$ cat config.mk
export PLATFORM = sky130hd
export DESIGN_NAME = uart_top
export DESIGN_NICKNAME = d
export VERILOG_FILES = /design/src/source/uart_pkg.sv /design/src/source/uart_top.sv /design/src/source/uart_rx_queue.sv /design/src/source/uart_rx.sv /design/src/source/uart_tx.sv /design/src/source/uart_config.sv
export SDC_FILE = /design/constraint.sdc
export NUM_CORES = 1
export LEC_CHECK = 0
export BUFFER_PORTS_ARGS = -buffer_cell sky130_fd_sc_hd__buf_2
export CELL_PAD_IN_SITES_DETAIL_PLACEMENT = 0
export CELL_PAD_IN_SITES_GLOBAL_PLACEMENT = 1
export CORE_MARGIN = 5
export CORE_UTILIZATION = 50
export DETAILED_ROUTE_END_ITERATION = 10
export GPL_TIMING_DRIVEN = 0
export PLACE_DENSITY_LB_ADDON = 0.1
export SLEW_MARGIN = 0
export SYNTH_ARGS = -nofsm -noshare
export SYNTH_HDL_FRONTEND = slang
export SYNTH_SLANG_ARGS = --single-unit
$ cat constraint.sdc
create_clock -name clk -period 5.4 [get_ports clk]
set_input_delay 0.27 -clock clk [delete_from_list [all_inputs] [get_ports clk]]
set_output_delay 0.27 -clock clk [all_outputs]
set_load 0.02 [all_outputs]
$ cat src/source/uart_pkg.sv
`default_nettype none

package uart_pkg;

        // Frame is fixed at 8N1
        localparam int num_data_bits = 8;

        localparam int div_width = 16;
        localparam logic [div_width-1:0] div_min = 16'd4;
        localparam logic [div_width-1:0] div_reset = 16'd16;

        localparam int queue_depth = 4;

        localparam logic cfg_addr_div = 1'b0;
        localparam logic cfg_addr_ctrl = 1'b1;

        localparam logic [1:0] tx_idle = 2'd0;
        localparam logic [1:0] tx_start_bit = 2'd1;
        localparam logic [1:0] tx_data_bit = 2'd2;
        localparam logic [1:0] tx_stop_bit = 2'd3;

        localparam logic [2:0] rx_standby = 3'd0;
        localparam logic [2:0] rx_half_start = 3'd1;
        localparam logic [2:0] rx_data_bit = 3'd2;
        localparam logic [2:0] rx_stop_bit = 3'd3;
        localparam logic [2:0] rx_recover = 3'd4;

        // One write word, read as a divisor or as control bits depending on the address
        typedef union packed {
                logic [div_width-1:0] div;
                struct packed {
                        logic [div_width-4:0] reserved;
                        logic clr_ovf;
                        logic tx_en;
                        logic rx_en;
                } ctrl;
        } cfg_word_u;

endpackage

`default_nettype wire
$ cat src/source/uart_top.sv
`timescale 1ns/100ps
`default_nettype none

module uart_top (
        input wire logic clk,
        input wire logic rst_n,
        input wire logic cfg_wr,
        input wire logic cfg_addr,
        input wire uart_pkg::cfg_word_u cfg_wdata,
        input wire logic tx_start,
        input wire logic [uart_pkg::num_data_bits-1:0] tx_byte,
        input wire logic rd,
        input wire logic rx,
        output logic tx,
        output logic tx_busy,
        output logic [uart_pkg::num_data_bits-1:0] data,
        output logic empty,
        output logic overflow,
        output logic frame_err
);
        import uart_pkg::*;

        logic [div_width-1:0] baud_div;
        logic rx_en;
        logic tx_en;
        logic clr_ovf;
        logic [num_data_bits-1:0] rx_byte;
        logic rx_valid;

        uart_config u_config (
                .clk       (clk),
                .rst_n     (rst_n),
                .cfg_wr    (cfg_wr),
                .cfg_addr  (cfg_addr),
                .cfg_wdata (cfg_wdata),
                .baud_div  (baud_div),
                .rx_en     (rx_en),
                .tx_en     (tx_en),
                .clr_ovf   (clr_ovf)
        );

        uart_tx u_tx (
                .clk      (clk),
                .rst_n    (rst_n),
                .baud_div (baud_div),
                .tx_en    (tx_en),
                .tx_start (tx_start),
                .tx_byte  (tx_byte),
                .tx       (tx),
                .tx_busy  (tx_busy)
        );

        uart_rx u_rx (
                .clk       (clk),
                .rst_n     (rst_n),
                .baud_div  (baud_div),
                .rx_en     (rx_en),
                .rx        (rx),
                .rx_byte   (rx_byte),
                .rx_valid  (rx_valid),
                .frame_err (frame_err)
        );

        uart_rx_queue u_queue (
                .clk       (clk),
                .rst_n     (rst_n),
                .push      (rx_valid),
                .push_data (rx_byte),
                .rd        (rd),
                .clr_ovf   (clr_ovf),
                .data      (data),
                .empty     (empty),
                .overflow  (overflow)
        );

endmodule

`default_nettype wire

$ cat src/source/uart_rx_queue.sv
`timescale 1ns/100ps
`default_nettype none

module uart_rx_queue (
        input wire logic clk,
        input wire logic rst_n,
        input wire logic push,
        input wire logic [uart_pkg::num_data_bits-1:0] push_data,
        input wire logic rd,
        input wire logic clr_ovf,
        output logic [uart_pkg::num_data_bits-1:0] data,
        output logic empty,
        output logic overflow
);
        import uart_pkg::*;

        logic [num_data_bits-1:0] mem [queue_depth];
        logic [$clog2(queue_depth)-1:0] rd_ptr;
        logic [$clog2(queue_depth)-1:0] wr_ptr;
        logic [$clog2(queue_depth):0] count;
        logic full;
        logic do_pop;
        logic do_push;

        assign empty = (count == '0);
        assign full = (count == ($clog2(queue_depth) + 1)'(queue_depth));
        assign do_pop = rd && !empty;
        // A pop in the same cycle frees the slot for the incoming byte
        assign do_push = push && (!full || do_pop);
        assign data = mem[rd_ptr];

        always_ff @(posedge clk)
        begin
                if (do_push)
                        mem[wr_ptr] <= push_data;
        end

        always_ff @(posedge clk or negedge rst_n)
        begin
                if (!rst_n)
                begin
                        rd_ptr <= '0;
                        wr_ptr <= '0;
                        count <= '0;
                        overflow <= 1'b0;
                end
                else
                begin
                        if (do_push)
                                wr_ptr <= wr_ptr + 1'b1;
                        if (do_pop)
                                rd_ptr <= rd_ptr + 1'b1;
                        if (do_push && !do_pop)
                                count <= count + 1'b1;
                        else if (do_pop && !do_push)
                                count <= count - 1'b1;
                        if (push && !do_push)
                                overflow <= 1'b1;
                        else if (clr_ovf)
                                overflow <= 1'b0;
                end
        end

        a_count_max: assert property (@(posedge clk) disable iff (!rst_n)
                count <= ($clog2(queue_depth) + 1)'(queue_depth))
                else $error("queue count %0d above depth", count);

endmodule

`default_nettype wire

$ cat src/source/uart_rx.sv
`timescale 1ns/100ps
`default_nettype none

module uart_rx (
        input wire logic clk,
        input wire logic rst_n,
        input wire logic [uart_pkg::div_width-1:0] baud_div,
        input wire logic rx_en,
        input wire logic rx,
        output logic [uart_pkg::num_data_bits-1:0] rx_byte,
        output logic rx_valid,
        output logic frame_err
);
        import uart_pkg::*;

        logic rx_meta;
        logic rx_sync;
        logic [2:0] state;
        logic [div_width-1:0] cnt;
        logic [$clog2(num_data_bits)-1:0] bit_cnt;
        logic half_end;
        logic bit_end;
        logic capture;

        // Two flops against metastability, idle line is high
        always_ff @(posedge clk or negedge rst_n)
        begin
                if (!rst_n)
                begin
                        rx_meta <= 1'b1;
                        rx_sync <= 1'b1;
                end
                else
                begin
                        rx_meta <= rx;
                        rx_sync <= rx_meta;
                end
        end

        assign half_end = (cnt >= (baud_div >> 1) - div_width'(1));
        assign bit_end = (cnt >= baud_div - div_width'(1));
        assign capture = rx_en && (state == rx_data_bit) && bit_end;

        always_ff @(posedge clk or negedge rst_n)
        begin
                if (!rst_n)
                begin
                        state <= rx_standby;
                        cnt <= '0;
                        bit_cnt <= '0;
                        rx_valid <= 1'b0;
                        frame_err <= 1'b0;
                end
                else
                begin
                        rx_valid <= 1'b0;
                        frame_err <= 1'b0;
                        cnt <= cnt + 1'b1;
                        if (!rx_en)
                        begin
                                state <= rx_standby;
                                cnt <= '0;
                        end
                        else
                        begin
                                case (state)
                                rx_standby:
                                begin
                                        cnt <= '0;
                                        if (!rx_sync)
                                                state <= rx_half_start;
                                end
                                rx_half_start:
                                begin
                                        if (half_end)
                                        begin
                                                cnt <= '0;
                                                bit_cnt <= '0;
                                                // A high line at mid-start was only a glitch
                                                state <= rx_sync ? rx_standby : rx_data_bit;
                                        end
                                end
                                rx_data_bit:
                                begin
                                        if (bit_end)
                                        begin
                                                cnt <= '0;
                                                bit_cnt <= bit_cnt + 1'b1;
                                                if (bit_cnt == 3'(num_data_bits - 1))
                                                        state <= rx_stop_bit;
                                        end
                                end
                                rx_stop_bit:
                                begin
                                        if (bit_end)
                                        begin
                                                cnt <= '0;
                                                rx_valid <= rx_sync;
                                                frame_err <= !rx_sync;
                                                state <= rx_recover;
                                        end
                                end
                                default:
                                begin
                                        cnt <= '0;
                                        if (rx_sync)
                                                state <= rx_standby;
                                end
                                endcase
                        end
                end
        end

        // LSB arrives first, so bits enter at the top and move down
        always_ff @(posedge clk)
        begin
                if (capture)
                        rx_byte <= {rx_sync, rx_byte[num_data_bits-1:1]};
        end

        a_rx_excl: assert property (@(posedge clk) disable iff (!rst_n)
                !(rx_valid && frame_err))
                else $error("rx_valid and frame_err high together");

        a_valid_pulse: assert property (@(posedge clk) disable iff (!rst_n)
                rx_valid |=> !rx_valid)
                else $error("rx_valid longer than one cycle");

        a_err_pulse: assert property (@(posedge clk) disable iff (!rst_n)
                frame_err |=> !frame_err)
                else $error("frame_err longer than one cycle");

endmodule

`default_nettype wire

$ cat src/source/uart_tx.sv
`timescale 1ns/100ps
`default_nettype none

module uart_tx (
        input wire logic clk,
        input wire logic rst_n,
        input wire logic [uart_pkg::div_width-1:0] baud_div,
        input wire logic tx_en,
        input wire logic tx_start,
        input wire logic [uart_pkg::num_data_bits-1:0] tx_byte,
        output logic tx,
        output logic tx_busy
);
        import uart_pkg::*;

        logic [1:0] state;
        logic [div_width-1:0] cnt;
        logic [$clog2(num_data_bits)-1:0] bit_cnt;
        logic [num_data_bits-1:0] shreg;
        logic bit_end;
        logic load;
        logic shift;
        logic last_bit;

        assign bit_end = (cnt >= baud_div - div_width'(1));
        assign load = (state == tx_idle) && tx_start && tx_en;
        assign shift = bit_end && ((state == tx_start_bit) || (state == tx_data_bit));
        assign last_bit = (bit_cnt == 3'(num_data_bits - 1));
        assign tx_busy = (state != tx_idle);

        always_ff @(posedge clk or negedge rst_n)
        begin
                if (!rst_n)
                begin
                        state <= tx_idle;
                        cnt <= '0;
                        bit_cnt <= '0;
                        tx <= 1'b1;
                end
                else
                begin
                        cnt <= bit_end ? '0 : cnt + 1'b1;
                        case (state)
                        tx_idle:
                        begin
                                cnt <= '0;
                                tx <= 1'b1;
                                if (load)
                                begin
                                        tx <= 1'b0;
                                        state <= tx_start_bit;
                                end
                        end
                        tx_start_bit:
                        begin
                                if (bit_end)
                                begin
                                        tx <= shreg[0];
                                        bit_cnt <= '0;
                                        state <= tx_data_bit;
                                end
                        end
                        tx_data_bit:
                        begin
                                if (bit_end)
                                begin
                                        bit_cnt <= bit_cnt + 1'b1;
                                        tx <= last_bit ? 1'b1 : shreg[0];
                                        if (last_bit)
                                                state <= tx_stop_bit;
                                end
                        end
                        default:
                        begin
                                if (bit_end)
                                        state <= tx_idle;
                        end
                        endcase
                end
        end

        // Byte is held here so the host may change tx_byte during the frame
        always_ff @(posedge clk)
        begin
                if (load)
                        shreg <= tx_byte;
                else if (shift)
                        shreg <= shreg >> 1;
        end

        a_idle_high: assert property (@(posedge clk) disable iff (!rst_n)
                !tx_busy |-> tx)
                else $error("tx low while transmitter idle");

endmodule

`default_nettype wire

$ cat src/source/uart_config.sv
`timescale 1ns/100ps
`default_nettype none

module uart_config (
        input wire logic clk,
        input wire logic rst_n,
        input wire logic cfg_wr,
        input wire logic cfg_addr,
        input wire uart_pkg::cfg_word_u cfg_wdata,
        output logic [uart_pkg::div_width-1:0] baud_div,
        output logic rx_en,
        output logic tx_en,
        output logic clr_ovf
);
        import uart_pkg::*;

        logic div_wr;
        logic ctrl_wr;
        logic div_ok;

        assign div_wr = cfg_wr && (cfg_addr == cfg_addr_div);
        assign ctrl_wr = cfg_wr && (cfg_addr == cfg_addr_ctrl);

        // A divisor below the minimum leaves too few cycles for mid-bit sampling
        assign div_ok = (cfg_wdata.div >= div_min);

        always_ff @(posedge clk or negedge rst_n)
        begin
                if (!rst_n)
                begin
                        baud_div <= div_reset;
                end
                else if (div_wr && div_ok)
                begin
                        baud_div <= cfg_wdata.div;
                end
        end

        always_ff @(posedge clk or negedge rst_n)
        begin
                if (!rst_n)
                begin
                        rx_en <= 1'b1;
                        tx_en <= 1'b1;
                end
                else if (ctrl_wr)
                begin
                        rx_en <= cfg_wdata.ctrl.rx_en;
                        tx_en <= cfg_wdata.ctrl.tx_en;
                end
        end

        // Clear pulse lasts exactly one cycle after the control write
        always_ff @(posedge clk or negedge rst_n)
        begin
                if (!rst_n)
                begin
                        clr_ovf <= 1'b0;
                end
                else
                begin
                        clr_ovf <= ctrl_wr && cfg_wdata.ctrl.clr_ovf;
                end
        end

        a_div_min: assert property (@(posedge clk) disable iff (!rst_n)
                baud_div >= div_min)
                else $error("baud_div %0d below minimum", baud_div);

endmodule

`default_nettype wire

==> results, run 1 <==
- The flow ran to the end, and the final reports show no timing, DRC or antenna violations.
- The number of design rule violations left after detail routing is 0.
- Static timing analysis puts the maximum clock frequency at slightly above 200 MHz.
- In this run the standard cell core region covers ~13000 um2.
- Clock tree synthesis inserted a total of 17 buffers.
- Subtracting the final worst setup slack from the clock period gives around 4.8 ns.
- In the routed layout, each cell is associated on average with a via count of ~5.5.
- The type of element capturing the critical path is a flop.
- STA classifies the critical path startpoint as a flop.
- Across the VDD grid, the largest voltage drop is 234.6 uV.
- The worst register-to-register path begins at u_config.baud_div[7].
- The floorplan step set the die height to about 130 um.
- The detailed router placed about 4600 vias in this run.
- The number of enable flip-flop cells after synthesis is 48.
- The finished cells cover about 7900 um2.
- The data arrival time of the critical path is 4.88 ns.
- The total power divided by cell area is around 370 nW/um2.
- Power comes to roughly 2900 uW.
- At the pin with the least slew margin, the transition time is approximately 1.0 ns.
- The remaining max-slew budget at the tightest pin is between 30% and 40%.
- The number of cell instances on the worst register-to-register path is 12.
- The number of max-capacitance violations reported is 0.
- The placer's final routability congestion estimate is 0.8598.
- Relative to the synthesized area, the layout overhead comes to 15.77%.
- The die covers ~16000 um2.
- The number of clock sinks is around 120.
- The number of antenna violations at the first check in global routing is 0.
- The utilization after layout is between 50% and 60%.
- The final hold violation count was 0.
- The post-route netlist has between 20% and 30% of its cells at a drive strength greater than 1.
- In the synthesized netlist the async set-or-reset flop fraction comes to 60.98%.
- The detailed-route wire length per cell is ~17 um.
- Global routing used under 10% of the available met3 tracks.
- The number of different library cells in the post-synthesis netlist is 59.
- The max-slew violation count is 0.
- The commonest cells after synthesis are sky130_fd_sc_hd__dfrtp_1 (69), sky130_fd_sc_hd__ha_1 (61), sky130_fd_sc_hd__edfxtp_1 (48), sky130_fd_sc_hd__nor2_1 (35).
- The final period utilization is roughly 90%.
- The first detailed-routing pass ran for 4 iterations.
- Detailed placement finished with a half-perimeter wire length of about 11 mm.
- The area of placed instances is approximately 7300 um2.
- Setup repair after global routing left no endpoint under its margin.
- Summing every instance area after synthesis gives around 6800 um2.
- The floorplan has 42 rows.
- The synthesized netlist net count is a little under 700.
- The synthesized design devotes to its leading area cell type between 20% and 30% of total area.
- The most used routing layer in global routing is met2.
- The highest fanout seen on the critical path is 10.
- The critical path start-end classification is reg2reg.
- Traced cell by cell, the critical path runs through or4_4 -> or3_1 -> or3_1 -> nor4_1 -> xnor2_1 -> ha_1 -> and3_1 -> and3_1 -> nand2_1 -> a211oi_1 -> nor2_2 -> o21ai_0.
- The met2 routing resource usage after global routing is 30.57%.
- On the worst path, the slowest cell contributes a delay of ~0.84 ns.
- The clock tree from TritonCTS is done.
- The first global-routing pass estimated ~24 mm of wire.
- The worst hold path begins at cfg_wdata[6].
- The worst hold path belongs to the class in2reg.
- The leading cell type by number of instances after synthesis is sky130_fd_sc_hd__dfrtp_1.
- The setup violation total in the final timing report is 0.
- The end point of the worst hold path is u_config.baud_div[6].
- The count of port buffers added during placement is 43.
- The number of inserted diodes is 0.
- Entering global routing, the biggest net connects 43 pins.
- After synthesis, the cell types taking the most area are sky130_fd_sc_hd__dfrtp_1 (25%), sky130_fd_sc_hd__edfxtp_1 (21%), sky130_fd_sc_hd__ha_1 (11%).
- The latest clock arrival within the worst-skew pair is around 0.42 ns.
- The synthesized area divided by synthesized cell count is between 10 and 15 um2.
- In this run the clock root is driven by a sky130_fd_sc_hd__clkbuf_16.
- The endpoint identified for the worst register-to-register timing path is u_tx.shreg[3].
- The static leakage power is 0.003441 uW.
- The cell count of the worst hold path is 2.
- The clock passes through at most 2 buffers.
- The share of the Yosys chip area taken by registers is a little under 50%.
- The detail route stage leaves a number of antenna-violating nets equal to 0.
- The top-level port count is 44.
- After the last flow step, the layout net total stands at 740.
- The overall fraction of global-route tracks in use is 18.92%.
- Global routing used between 20% and 30% of the available met1 tracks.
- The post-route setup TNS is 0 ns.
- The cell taking the most area after synthesis is sky130_fd_sc_hd__dfrtp_1.
- The clock-pin slew on the worst setup and hold paths is roughly 0.060 ns.
- Synthesis inferred 123 register bits.
- Counting every instance in the synthesized netlist gives about 580.
- For the final database, setup skew stands at between 0.005 and 0.006 ns.
- The residual overflow from global routing is 0.
- The detailed router's first-iteration violation count is between 200 and 300.
- For the worst setup path, the data required time is 5.44 ns.
- The via count of the first global-routing pass is 4822.
- The worst hold-check slack is roughly 0.10 ns.
- The worst register-to-register path has a setup slack of approximately 0.55 ns.
- From left edge to right edge, the die measures about 130 um.
- The H-tree level count is 4.
- For this block, the routed nets add up to about 14 mm of wire.
- The master of the slowest instance on the critical path is sky130_fd_sc_hd__o21ai_0.
- The synthesis warning total is 0.
- The initial core utilization is 51.25%.
- The top flip-flop cell by instance count after synthesis is sky130_fd_sc_hd__dfrtp_1.
kinds of logic after synthesis:
| kind of cell | synth area share (%) |
|---|---|
| buffers and inverters | 2.213 |
| xor gates and xnor gates | 8.195 |
| AOI/OAI and AO/OA | 7.610 |
| muxes | 8.158 |
| DFF | 48.62 |
| adders and majority gates | 11.76 |
| and+or+nand+nor | 13.44 |
cells in the final DEF (no fill, tap or decap), types with 4 or more instances in the layout:
master                      netlist  routed
sky130_fd_sc_hd__a21o_1          11      11
sky130_fd_sc_hd__a21oi_1         14      14
sky130_fd_sc_hd__and2_1           7       7
sky130_fd_sc_hd__and3_1          15      15
sky130_fd_sc_hd__buf_2            0      42
sky130_fd_sc_hd__clkbuf_1        11      11
sky130_fd_sc_hd__clkbuf_16        0      17
sky130_fd_sc_hd__clkinv_4         0       6
sky130_fd_sc_hd__dfrtp_1         69      69
sky130_fd_sc_hd__dfstp_2          6       6
sky130_fd_sc_hd__edfxtp_1        48      48
sky130_fd_sc_hd__ha_1            61      61
sky130_fd_sc_hd__inv_1           21      21
sky130_fd_sc_hd__mux2_2          30      30
sky130_fd_sc_hd__mux2i_1          4       4
sky130_fd_sc_hd__mux4_2           8       8
sky130_fd_sc_hd__nand2_1         31      31
sky130_fd_sc_hd__nand2b_1         9       9
sky130_fd_sc_hd__nand3_1         29      29
sky130_fd_sc_hd__nand4_1          5       5
sky130_fd_sc_hd__nor2_1          35      34
sky130_fd_sc_hd__nor2b_1          4       4
sky130_fd_sc_hd__nor3_1          24      23
sky130_fd_sc_hd__nor4_1           9       9
sky130_fd_sc_hd__o21ai_0         14      14
sky130_fd_sc_hd__xnor2_1         32      32
sky130_fd_sc_hd__xor2_1          32      32
metrics by stage:
stage | worst slack, ns | cells
CTS | 0.2055 | 836
floorplan | 0.9037 | 582
global route | 0.1863 | 836
finish | 0.5532 | 836
global placement | 0.1574 | 801
detailed placement | 0.1954 | 802
how the worst max path moves through the flow:
stage	startpoint	slack, ns	to	cells past startpoint
after floorplan	u_config.baud_div[5]	0.90	u_rx.bit_cnt[1]	13
after global placement	u_config.baud_div[7]	0.16	u_rx.bit_cnt[1]	12
after detailed placement	u_config.baud_div[1]	0.20	u_tx.shreg[3]	13
after CTS	u_config.baud_div[1]	0.21	u_tx.shreg[3]	13
after global routing	u_config.baud_div[7]	0.19	u_tx.shreg[7]	12
final	u_config.baud_div[7]	0.55	u_tx.shreg[3]	12
repair_timing:
item | 4_1_cts | 5_1_grt
setup buffers | 0 | 0
endpoints found under the setup margin | 0 | 8
endpoints found under the hold margin | 32 | 0
hold buffers | 2 | 0
gates resized for setup | 0 | 1
critical path: cells and delay by family, from the launching register on:
kind            cells  cell delay [ns]
compound gates      2             1.19
xor+xnor            1             0.17
fa+ha+maj           1             0.32
flops               1             0.47
simple gates        8             2.31
registers in the layout, summed over array words and instances, names as in the netlist, 2 cells and up:
| signal | cells |
|---|---|
| u_tx.cnt | 16 |
| u_queue.mem | 32 |
| u_rx.rx_byte | 8 |
| u_tx.bit_cnt | 3 |
| u_tx.state | 2 |
| u_config.baud_div | 16 |
| u_rx.state | 3 |
| u_tx.shreg | 8 |
| u_rx.cnt | 16 |
| u_queue.rd_ptr | 2 |
| u_queue.wr_ptr | 2 |
| u_rx.bit_cnt | 3 |
| u_queue.count | 3 |
power by group:
part | internal (uW) | switching (uW)
logic | 291 | 349
clock network | 687 | 431
registers | 1040 | 90.0
area by class of cell:
| type | count | area (um2) |
|---|---|---|
| clock buffer | 17 | 425.4 |
| buffer | 16 | 72.57 |
| multi-input combinational | 422 | 3371 |
| sequential | 123 | 3326 |
| tap | 176 | 220.2 |
| inverter | 21 | 78.83 |
| timing repair buffer | 46 | 257.7 |
| fill | 1101 | 5429 |
| clock inverter | 15 | 167.7 |
layer usage:
layer	up-vias	wire length, um
met4	0	340
met3	24	405
met5	-	0
met2	66	6878
li1	2262	-
met1	2259	6594
(Power assumes the default switching activity.)
==> run 2, diff against run 1 <==
REMOVE_ABC_BUFFERS = 1   (was not set)
clock period = 4.5 ns   (was 5.4 ns; I/O delays follow)
==> run 2 against run 1 <==
  * Cell count decreased by 0.96%
  * Worst hold slack got worse by 0.049 ns
  * Total power up 21%
  * First-iteration DRC count is 2.3% lower
  * Critical path depth rose by 1
  * Register-to-register slack worse by 0.37 ns
  * Wire length increased by 0.98%
  * Global-route usage up 0.20 points
  * Non-clock buffer count is 8 lower
  * Sequential power rose by 26%
  * Via count increased by 0.61%
  * Combinational power up 8.3%
  * Critical path type unchanged
  * Largest power group unchanged
==> results, run 2 (synthesized netlist as in run 1, its figures left out) <==
- The post-route cell area is 7989 um2 (+0.88%).
- The share of cells above drive strength 1 came to 21.78% (+1.8 points).
- Broken down by cell family, the worst path's largest delay share belongs to simple AND/OR/NAND/NOR gates.
- The final hold violation count is 0 (unchanged).
- The delay of the slowest cell on the worst path is 0.59 ns (-0.25 ns).
- The setup clock skew after layout is 0.01002 ns (+0.004764 ns).
- The area of the multi-input gates came to 3426 um2 (+1.6%).
- The worst setup path is captured at a flop.
- The maximum count of clock buffers along a single path is 2 (unchanged).
- The highest fanout seen on the critical path is 8 (-2).
- The utilization after layout is 59.85% (+0.52 points).
- The pin count of the biggest net entering global routing is 45 (+4.7%).
- The number of placement rows is 42 (unchanged).
- The H-tree level count is 4 (unchanged).
- The detailed router's first-iteration violation count is 254 (-2.3%).
- The initial core utilization is 51.25% (unchanged).
- The final-stage net count is 732 (-1.1%).
- The average via count per standard cell came to 5.603 (+1.6%).
- The number of cells in the design after placement is 786 (-2.0%).
- The shortest period the worst path allows is 4.319 ns (-0.5276 ns).
- The final period utilization is 95.98% (+6.2 points).
- The die outline area is 16120 um2 (unchanged).
- The via count of the first global-routing pass came to 4692 (-2.7%).
- The reg-to-reg critical path startpoint is u_config.baud_div[7].
- The data arrival time of the critical path is 4.62 ns (-0.26 ns).
- The count of port buffers added during placement is 43 (unchanged).
- The number of cell instances on the worst register-to-register path is 13 (+1).
- The number of clock sinks came to 123 (unchanged).
- The upper clock frequency limit came to 231.5 MHz (+12%).
- The number of fill cells in the layout is 1098 (-0.27%).
- The floorplan die width is 127.0 um (unchanged).
- The number of buffer and inverter instances along the worst setup path is 0 (unchanged).
- The total iterations of the first detailed-routing run is 4 (unchanged).
- TritonCTS built the clock tree.
- Clock tree synthesis selected as its root buffer the cell sky130_fd_sc_hd__clkbuf_16.
- The worst vdd rail ir drop is 294.8 uV (+26%).
- The endpoint required time on the critical path is 4.80 ns (-0.64 ns).
- Leaving out fill and tap cells, the most frequent cell in the layout is sky130_fd_sc_hd__dfrtp_1.
- The layout-stage area growth over the synthesis result is 16.79%.
- The flip-flop count of the largest register, all copies and words added is 32 (unchanged).
- The detailed-route wire length per cell is 17.34 um (+2.0%).
- The number of antenna violations at the first check in global routing is 0 (unchanged).
- Setup repair after global routing left no endpoint under its margin.
- The endpoint of the most critical register-to-register path is u_tx.bit_cnt[0].
- The area of placed instances is 7238 um2 (-0.89%).
- The number of max-capacitance violations reported is 0 (unchanged).
- The remaining max-slew budget at the tightest pin is 39.17% (+8.5 points).
- The number of design rule violations left after detail routing is 0 (unchanged).
- The core area is 13350 um2 (unchanged).
- The overall fraction of global-route tracks in use is 19.12% (+0.20 points).
- The critical path start-end classification is reg2reg.
- The total wirelength of the detailed-routed design is 14.36 mm (+0.98%).
- Leaving out fill and tap cells, the most frequent cells in the layout are sky130_fd_sc_hd__dfrtp_1 (69), sky130_fd_sc_hd__ha_1 (61), sky130_fd_sc_hd__edfxtp_1 (48).
- The element type at the critical path start is a flop.
- The first-pass GRT wire length is 24.15 mm (+0.89%).
- The top-level port count is 44 (unchanged).
- The critical path goes through or4_4 -> or3_1 -> or3_1 -> nor4_2 -> xnor2_1 -> ha_1 -> a21o_1 -> a221o_1 -> a21o_1 -> o21bai_1 -> nor2_4 -> mux2_2 -> a22o_1.
- The latest clock arrival within the worst-skew pair was 0.42 ns (about the same).
- The total number of vias came to 4639 (+0.61%).
- The max-slew violation count is 0 (unchanged).
- The slowest stage of the critical path is the sky130_fd_sc_hd__or4_4 cell.
- The total power divided by cell area was 436.5 nW/um2 (+20%).
- The detailed placement HPWL is 10.62 mm (-1.4%).
- The antenna violation net count after detailed routing is 0 (unchanged).
- The placer's final routability congestion estimate is 0.8624 (+0.30%).
- The number of buffers inserted during clock tree synthesis is 17 (unchanged).
- The run finished with clean final reports.
- The number of inserted diodes is 0 (unchanged).
- The static leakage power was 0.003460 uW (+0.55%).
- The residual overflow from global routing was 0 (unchanged).
- The number of standard cells in the layout, taps in and fillers out is 828 (-0.96%).
- u_queue.mem holds more flip-flops than any other register.
- The floorplan die height is 127.0 um (unchanged).
- The measured slew at the worst slew-check pin is 0.9042 ns (-0.1251 ns).
- The area used by sequential logic in the layout came to 3326 um2 (unchanged).
- The launch point of the worst hold path is cfg_wdata[6].
- The path with the worst hold slack has its endpoint at u_config.baud_div[6].
- The final total power was 3487 uW (+21%).
- The setup violation total in the final timing report is 0 (unchanged).
- The slack of the worst reg-to-reg path is 0.18 ns (-0.37 ns).
- In this run the worst hold path is classified as in2reg.
- The clock-pin slew on the worst setup and hold paths came to 0.06 ns (about the same).
- The cell count of the worst hold path is 2 (unchanged).
==> run 2: per-stage QoR <==
step	hold WS (ns)	worst slack, ns	setup TNS, ns
global route	0.05008	0.007930	0
detailed placement	0.2083	-0.5350	-10.15
floorplan	-0.07059	0.02896	0
CTS	0.03722	0.03570	0
global placement	0.3353	-0.6786	-14.27
finish	0.05307	0.1807	0
==> run 2: where the power goes <==
part           internal, uW  switching [uW]
registers              1250             171
logic                   341             352
clock network           871             503
==> run 2: worst max path at each step <==
stage	from	depth (start not counted)	endpoint
2_1_floorplan	u_config.baud_div[7]	12	u_rx.bit_cnt[1]
3_3_place_gp	u_config.baud_div[7]	12	u_rx.bit_cnt[2]
3_5_place_dp	u_config.baud_div[1]	13	u_tx.shreg[2]
4_1_cts	u_config.baud_div[7]	13	u_tx.state[1]
5_1_grt	u_config.baud_div[1]	15	u_tx.bit_cnt[0]
6_report	u_config.baud_div[7]	13	u_tx.bit_cnt[0]
==> run 2: layout make-up <==
class / count / area share (%)
multi-input cells: 422 / 42.88
clock inverters: 14 / 2.146
clock buffers: 18 / 5.372
inverters: 21 / 0.9867
repair buffers: 54 / 4.229
flip-flops and latches: 123 / 41.63
well taps: 176 / 2.756
==> run 2: worst register-to-register path, cell delays in order, from the launching register on <==
cell                       delay (ns)
sky130_fd_sc_hd__dfrtp_1         0.47
sky130_fd_sc_hd__or4_4           0.59
sky130_fd_sc_hd__or3_1           0.36
sky130_fd_sc_hd__or3_1           0.42
sky130_fd_sc_hd__nor4_2          0.21
sky130_fd_sc_hd__xnor2_1         0.20
sky130_fd_sc_hd__ha_1            0.29
sky130_fd_sc_hd__a21o_1          0.16
sky130_fd_sc_hd__a221o_1         0.33
sky130_fd_sc_hd__a21o_1          0.20
sky130_fd_sc_hd__o21bai_1        0.20
sky130_fd_sc_hd__nor2_4          0.24
sky130_fd_sc_hd__mux2_2          0.36
sky130_fd_sc_hd__a22o_1          0.18
==> run 2: per-layer routing <==
layer  vias to the layer above  track usage [%]  part of all wire [%]
li1                       2246                -                     -
met2                        83            30.26                    49
met4                         0            6.372                  0.87
met3                        12            4.330                   4.5
met1                      2298            26.18                    46
met5                         -                0                     0
==> run 2: timing repair <==
item                                   CTS  global route
setup buffers                            0             8
setup endpoints to repair               39            45
gates resized for setup                  7             6
hold buffers                             2             0
cloned                                   0             0
pin swaps                                0             3
endpoints found under the hold margin   29             0
==> run 3, diff against run 2 <==
PLACE_DENSITY = 0.87   (was not set)
PLACE_DENSITY_LB_ADDON = not set   (was 0.1)
==> run 3 against run 2 <==
  * Largest cell class unchanged
  * Maximum frequency shrank 0.30%
  * Critical endpoint unchanged
  * Register-to-register slack is essentially flat
  * Sequential share of layout area grew 0.26 points
  * Global-route usage shrank 0.54 points
==> results, run 3 (synthesized netlist as in run 1, its figures left out) <==
- The residual overflow from global routing is 0 (unchanged).
- The total power divided by cell area is 433.3 nW/um2 (-0.73%).
- The sequential share of power is 41.2% (+0.4 points).
- The detailed router's first-iteration violation count is 234 (-7.9%).
- The worst vdd rail ir drop is 325.6 uV (+10%).
- The library cells used most frequently in the layout, excluding fill and tap cells, are sky130_fd_sc_hd__dfrtp_1 (68), sky130_fd_sc_hd__ha_1 (61), sky130_fd_sc_hd__edfxtp_1 (48).
- The total number of vias was 4635 (-0.086%).
- The number of clock sinks came to 123 (unchanged).
- The floorplan die width came to 127.0 um (unchanged).
- The area of the multi-input gates is 3420 um2 (-0.18%).
- Counting flops per register, the top entry is u_queue.mem.
- The placer's final routability congestion estimate is 0.8665 (+0.48%).
- The via count of the first global-routing pass is 4817 (+2.7%).
- The number of antenna violations at the first check in global routing is 0 (unchanged).
- The clock network power share came to 38.6% (-0.8 points).
- TritonCTS built the clock tree.
- The latest clock arrival within the worst-skew pair came to 0.42 ns (about the same).
- The number of fill cells in the layout is 1043 (-5.0%).
- The shortest period the worst path allows is 4.332 ns (+0.01288 ns).
- The final hold violation count is 0 (unchanged).
- The worst hold path begins at cfg_wdata[5].
- The floorplan die height is 127.0 um (unchanged).
- The average via count per standard cell was 5.618 (+0.28%).
- The remaining max-slew budget at the tightest pin was 36.01% (-3.2 points).
- The tree is rooted in a sky130_fd_sc_hd__clkbuf_16.
- The share of cells above drive strength 1 is 21.73% (-0.053 points).
- The switching power summed over all nets is 1072 uW (+4.5%).
- The master of the slowest instance on the critical path is sky130_fd_sc_hd__or4_4.
- The number of max-capacitance violations reported was 0 (unchanged).
- Walking the worst path, the cells encountered are or4_4 -> or3_1 -> or3_1 -> nor4_2 -> xnor2_1 -> ha_1 -> a21o_1 -> a221o_1 -> a21o_1 -> o21bai_1 -> nor2_4 -> mux2_2 -> a22o_1.
- The reg-to-reg critical path startpoint is u_config.baud_div[5].
- The top-level port count came to 44 (unchanged).
- The flip-flop count of the largest register, all copies and words added is 32 (unchanged).
- The final-stage net count is 729 (-0.41%).
- The pin count of the biggest net entering global routing was 46 (+2.2%).
- The total wirelength of the detailed-routed design came to 14.02 mm (-2.4%).
- The first-pass GRT wire length is 23.73 mm (-1.7%).
- The number of placement rows is 42 (unchanged).
- The number of inserted diodes is 0 (unchanged).
- The class of the most critical hold timing path is in2reg.
- The setup violation total in the final timing report is 0 (unchanged).
- The delay of the slowest cell on the worst path is 0.57 ns (-0.02 ns).
- The static leakage power is 0.003446 uW (-0.40%).
- The area used by sequential logic in the layout is 3327 um2 (about the same).
- The data arrival time of the critical path was 4.64 ns (+0.02 ns).
- The worst hold-check slack was 0.05803 ns (+0.004955 ns).
- The most common cell after layout, fill and taps aside is sky130_fd_sc_hd__dfrtp_1.
- The final total power is 3441 uW (-1.3%).
- The critical path starts at u_config.baud_div[5].
- The share of total power consumed by net switching is 31.15% (+1.7 points).
- The die outline area is 16120 um2 (unchanged).
- The core area is 13350 um2 (unchanged).
- The total iterations of the first detailed-routing run is 6 (+2).
- The number of buffers inserted during clock tree synthesis came to 17 (unchanged).
- The measured slew at the worst slew-check pin is 0.9510 ns (+0.04686 ns).
- The setup path with the least slack is of type reg2reg.
- The endpoint required time on the critical path is 4.80 ns (about the same).
- The internal power came to 2369 uW (-3.8%).
- The highest fanout seen on the critical path is 7 (-1).
- The number of design rule violations left after detail routing was 0 (unchanged).
- The worst setup path is launched from a flop.
- The combinational fraction of design power is 20.3% (+0.4 points).
- The layout-stage area growth over the synthesis result is 16.10%.
- The upper clock frequency limit is 230.8 MHz (-0.30%).
- The run finished with clean final reports.
- The detailed-route wire length per cell is 17.00 um (-2.0%).
- The max-slew violation count is 0 (unchanged).
- The setup clock skew after layout is 0.01028 ns (+0.0002626 ns).
- The antenna violation net count after detailed routing is 0 (unchanged).
- The maximum count of clock buffers along a single path is 2 (unchanged).
- The type of element capturing the critical path is a flop.
- The H-tree level count is 4 (unchanged).
- The count of port buffers added during placement came to 43 (unchanged).
- The final period utilization is 96.27% (+0.29 points).
- The clock-pin slew on the worst setup and hold paths is 0.06 ns (about the same).
- The initial core utilization came to 51.25% (unchanged).
- The overall fraction of global-route tracks in use is 18.58% (-0.54 points).
- The detailed placement HPWL is 10.41 mm (-2.0%).
## run 3: path summary, 6_finish.rpt
check	depth (start not counted)	slack (ns)	endpoint
setup reg to reg	13	0.17	u_tx.bit_cnt[0]
hold reg to reg	0	0.36	u_rx.rx_sync
hold / removal	2	0.06	u_config.baud_div[5]
setup / recovery	13	0.17	u_tx.bit_cnt[0]
min in group asynchronous	2	0.30	u_tx.cnt[3]
max in group asynchronous	3	3.57	u_rx.rx_meta
## run 3: final cells by class
| type | instances | share of cell area, % |
|---|---|---|
| Clock inverter | 15 | 1.954 |
| Tap cell | 176 | 2.773 |
| Timing Repair Buffer | 51 | 3.970 |
| Inverter | 21 | 0.9926 |
| Clock buffer | 17 | 5.357 |
| Sequential cell | 123 | 41.89 |
| Multi-Input combinational cell | 422 | 43.06 |
## run 3: worst max-delay path, delay by kind of cell (launching register included)
family | cells | cell delay [ns]
adders and majority gates | 1 | 0.31
DFF | 1 | 0.47
muxes | 1 | 0.36
xor gates and xnor gates | 1 | 0.22
AOI/OAI and AO/OA | 5 | 1.09
and+or+nand+nor | 5 | 1.76
## run 3: metal layers
metal / routed length [um] / vias to the layer above / part of all wire [%] / GRT usage [%]
met4: 309 / 0 / 2.2 / 7.319
met2: 6955 / 88 / 50 / 30.29
met5: 0 / - / 0 / 0
met3: 485 / 20 / 3.5 / 5.254
li1: - / 2246 / - / -
met1: 6270 / 2281 / 45 / 23.49
## run 3: repair_timing
item | CTS | global route
endpoints found under the setup margin | 39 | 55
hold endpoints to repair | 30 | 0
pin swaps | 0 | 3
hold buffers | 2 | 0
cloned | 0 | 0
setup buffers | 0 | 5
gates resized for setup | 6 | 6
## run 3: power groups by stage
| stage | sequential [uW] | combinational, uW | clock [uW] |
|---|---|---|---|
| 4_1_cts | 1420 | 704 | 1350 |
| 5_1_grt | 1440 | 785 | 1420 |
| 6_report | 1420 | 698 | 1330 |
| 3_3_place_gp | 1430 | 662 | 0 |
| 2_1_floorplan | 1390 | 517 | 0 |
| 3_5_place_dp | 1430 | 696 | 0 |
## run 3: stage by stage
stage	std cells	setup WS (ns)	TNS (ns)	utilization [%]	area, um2
after floorplan	566	0.02896	0	-	6768
after global placement	785	-0.6429	-15.42	53.97	7203
after detailed placement	786	-0.5853	-12.47	54.23	7238
after CTS	820	0.003153	0	58.90	7861
after global routing	825	-0.007350	-0.007350	59.50	7941
final	825	0.1678	0	59.50	7941
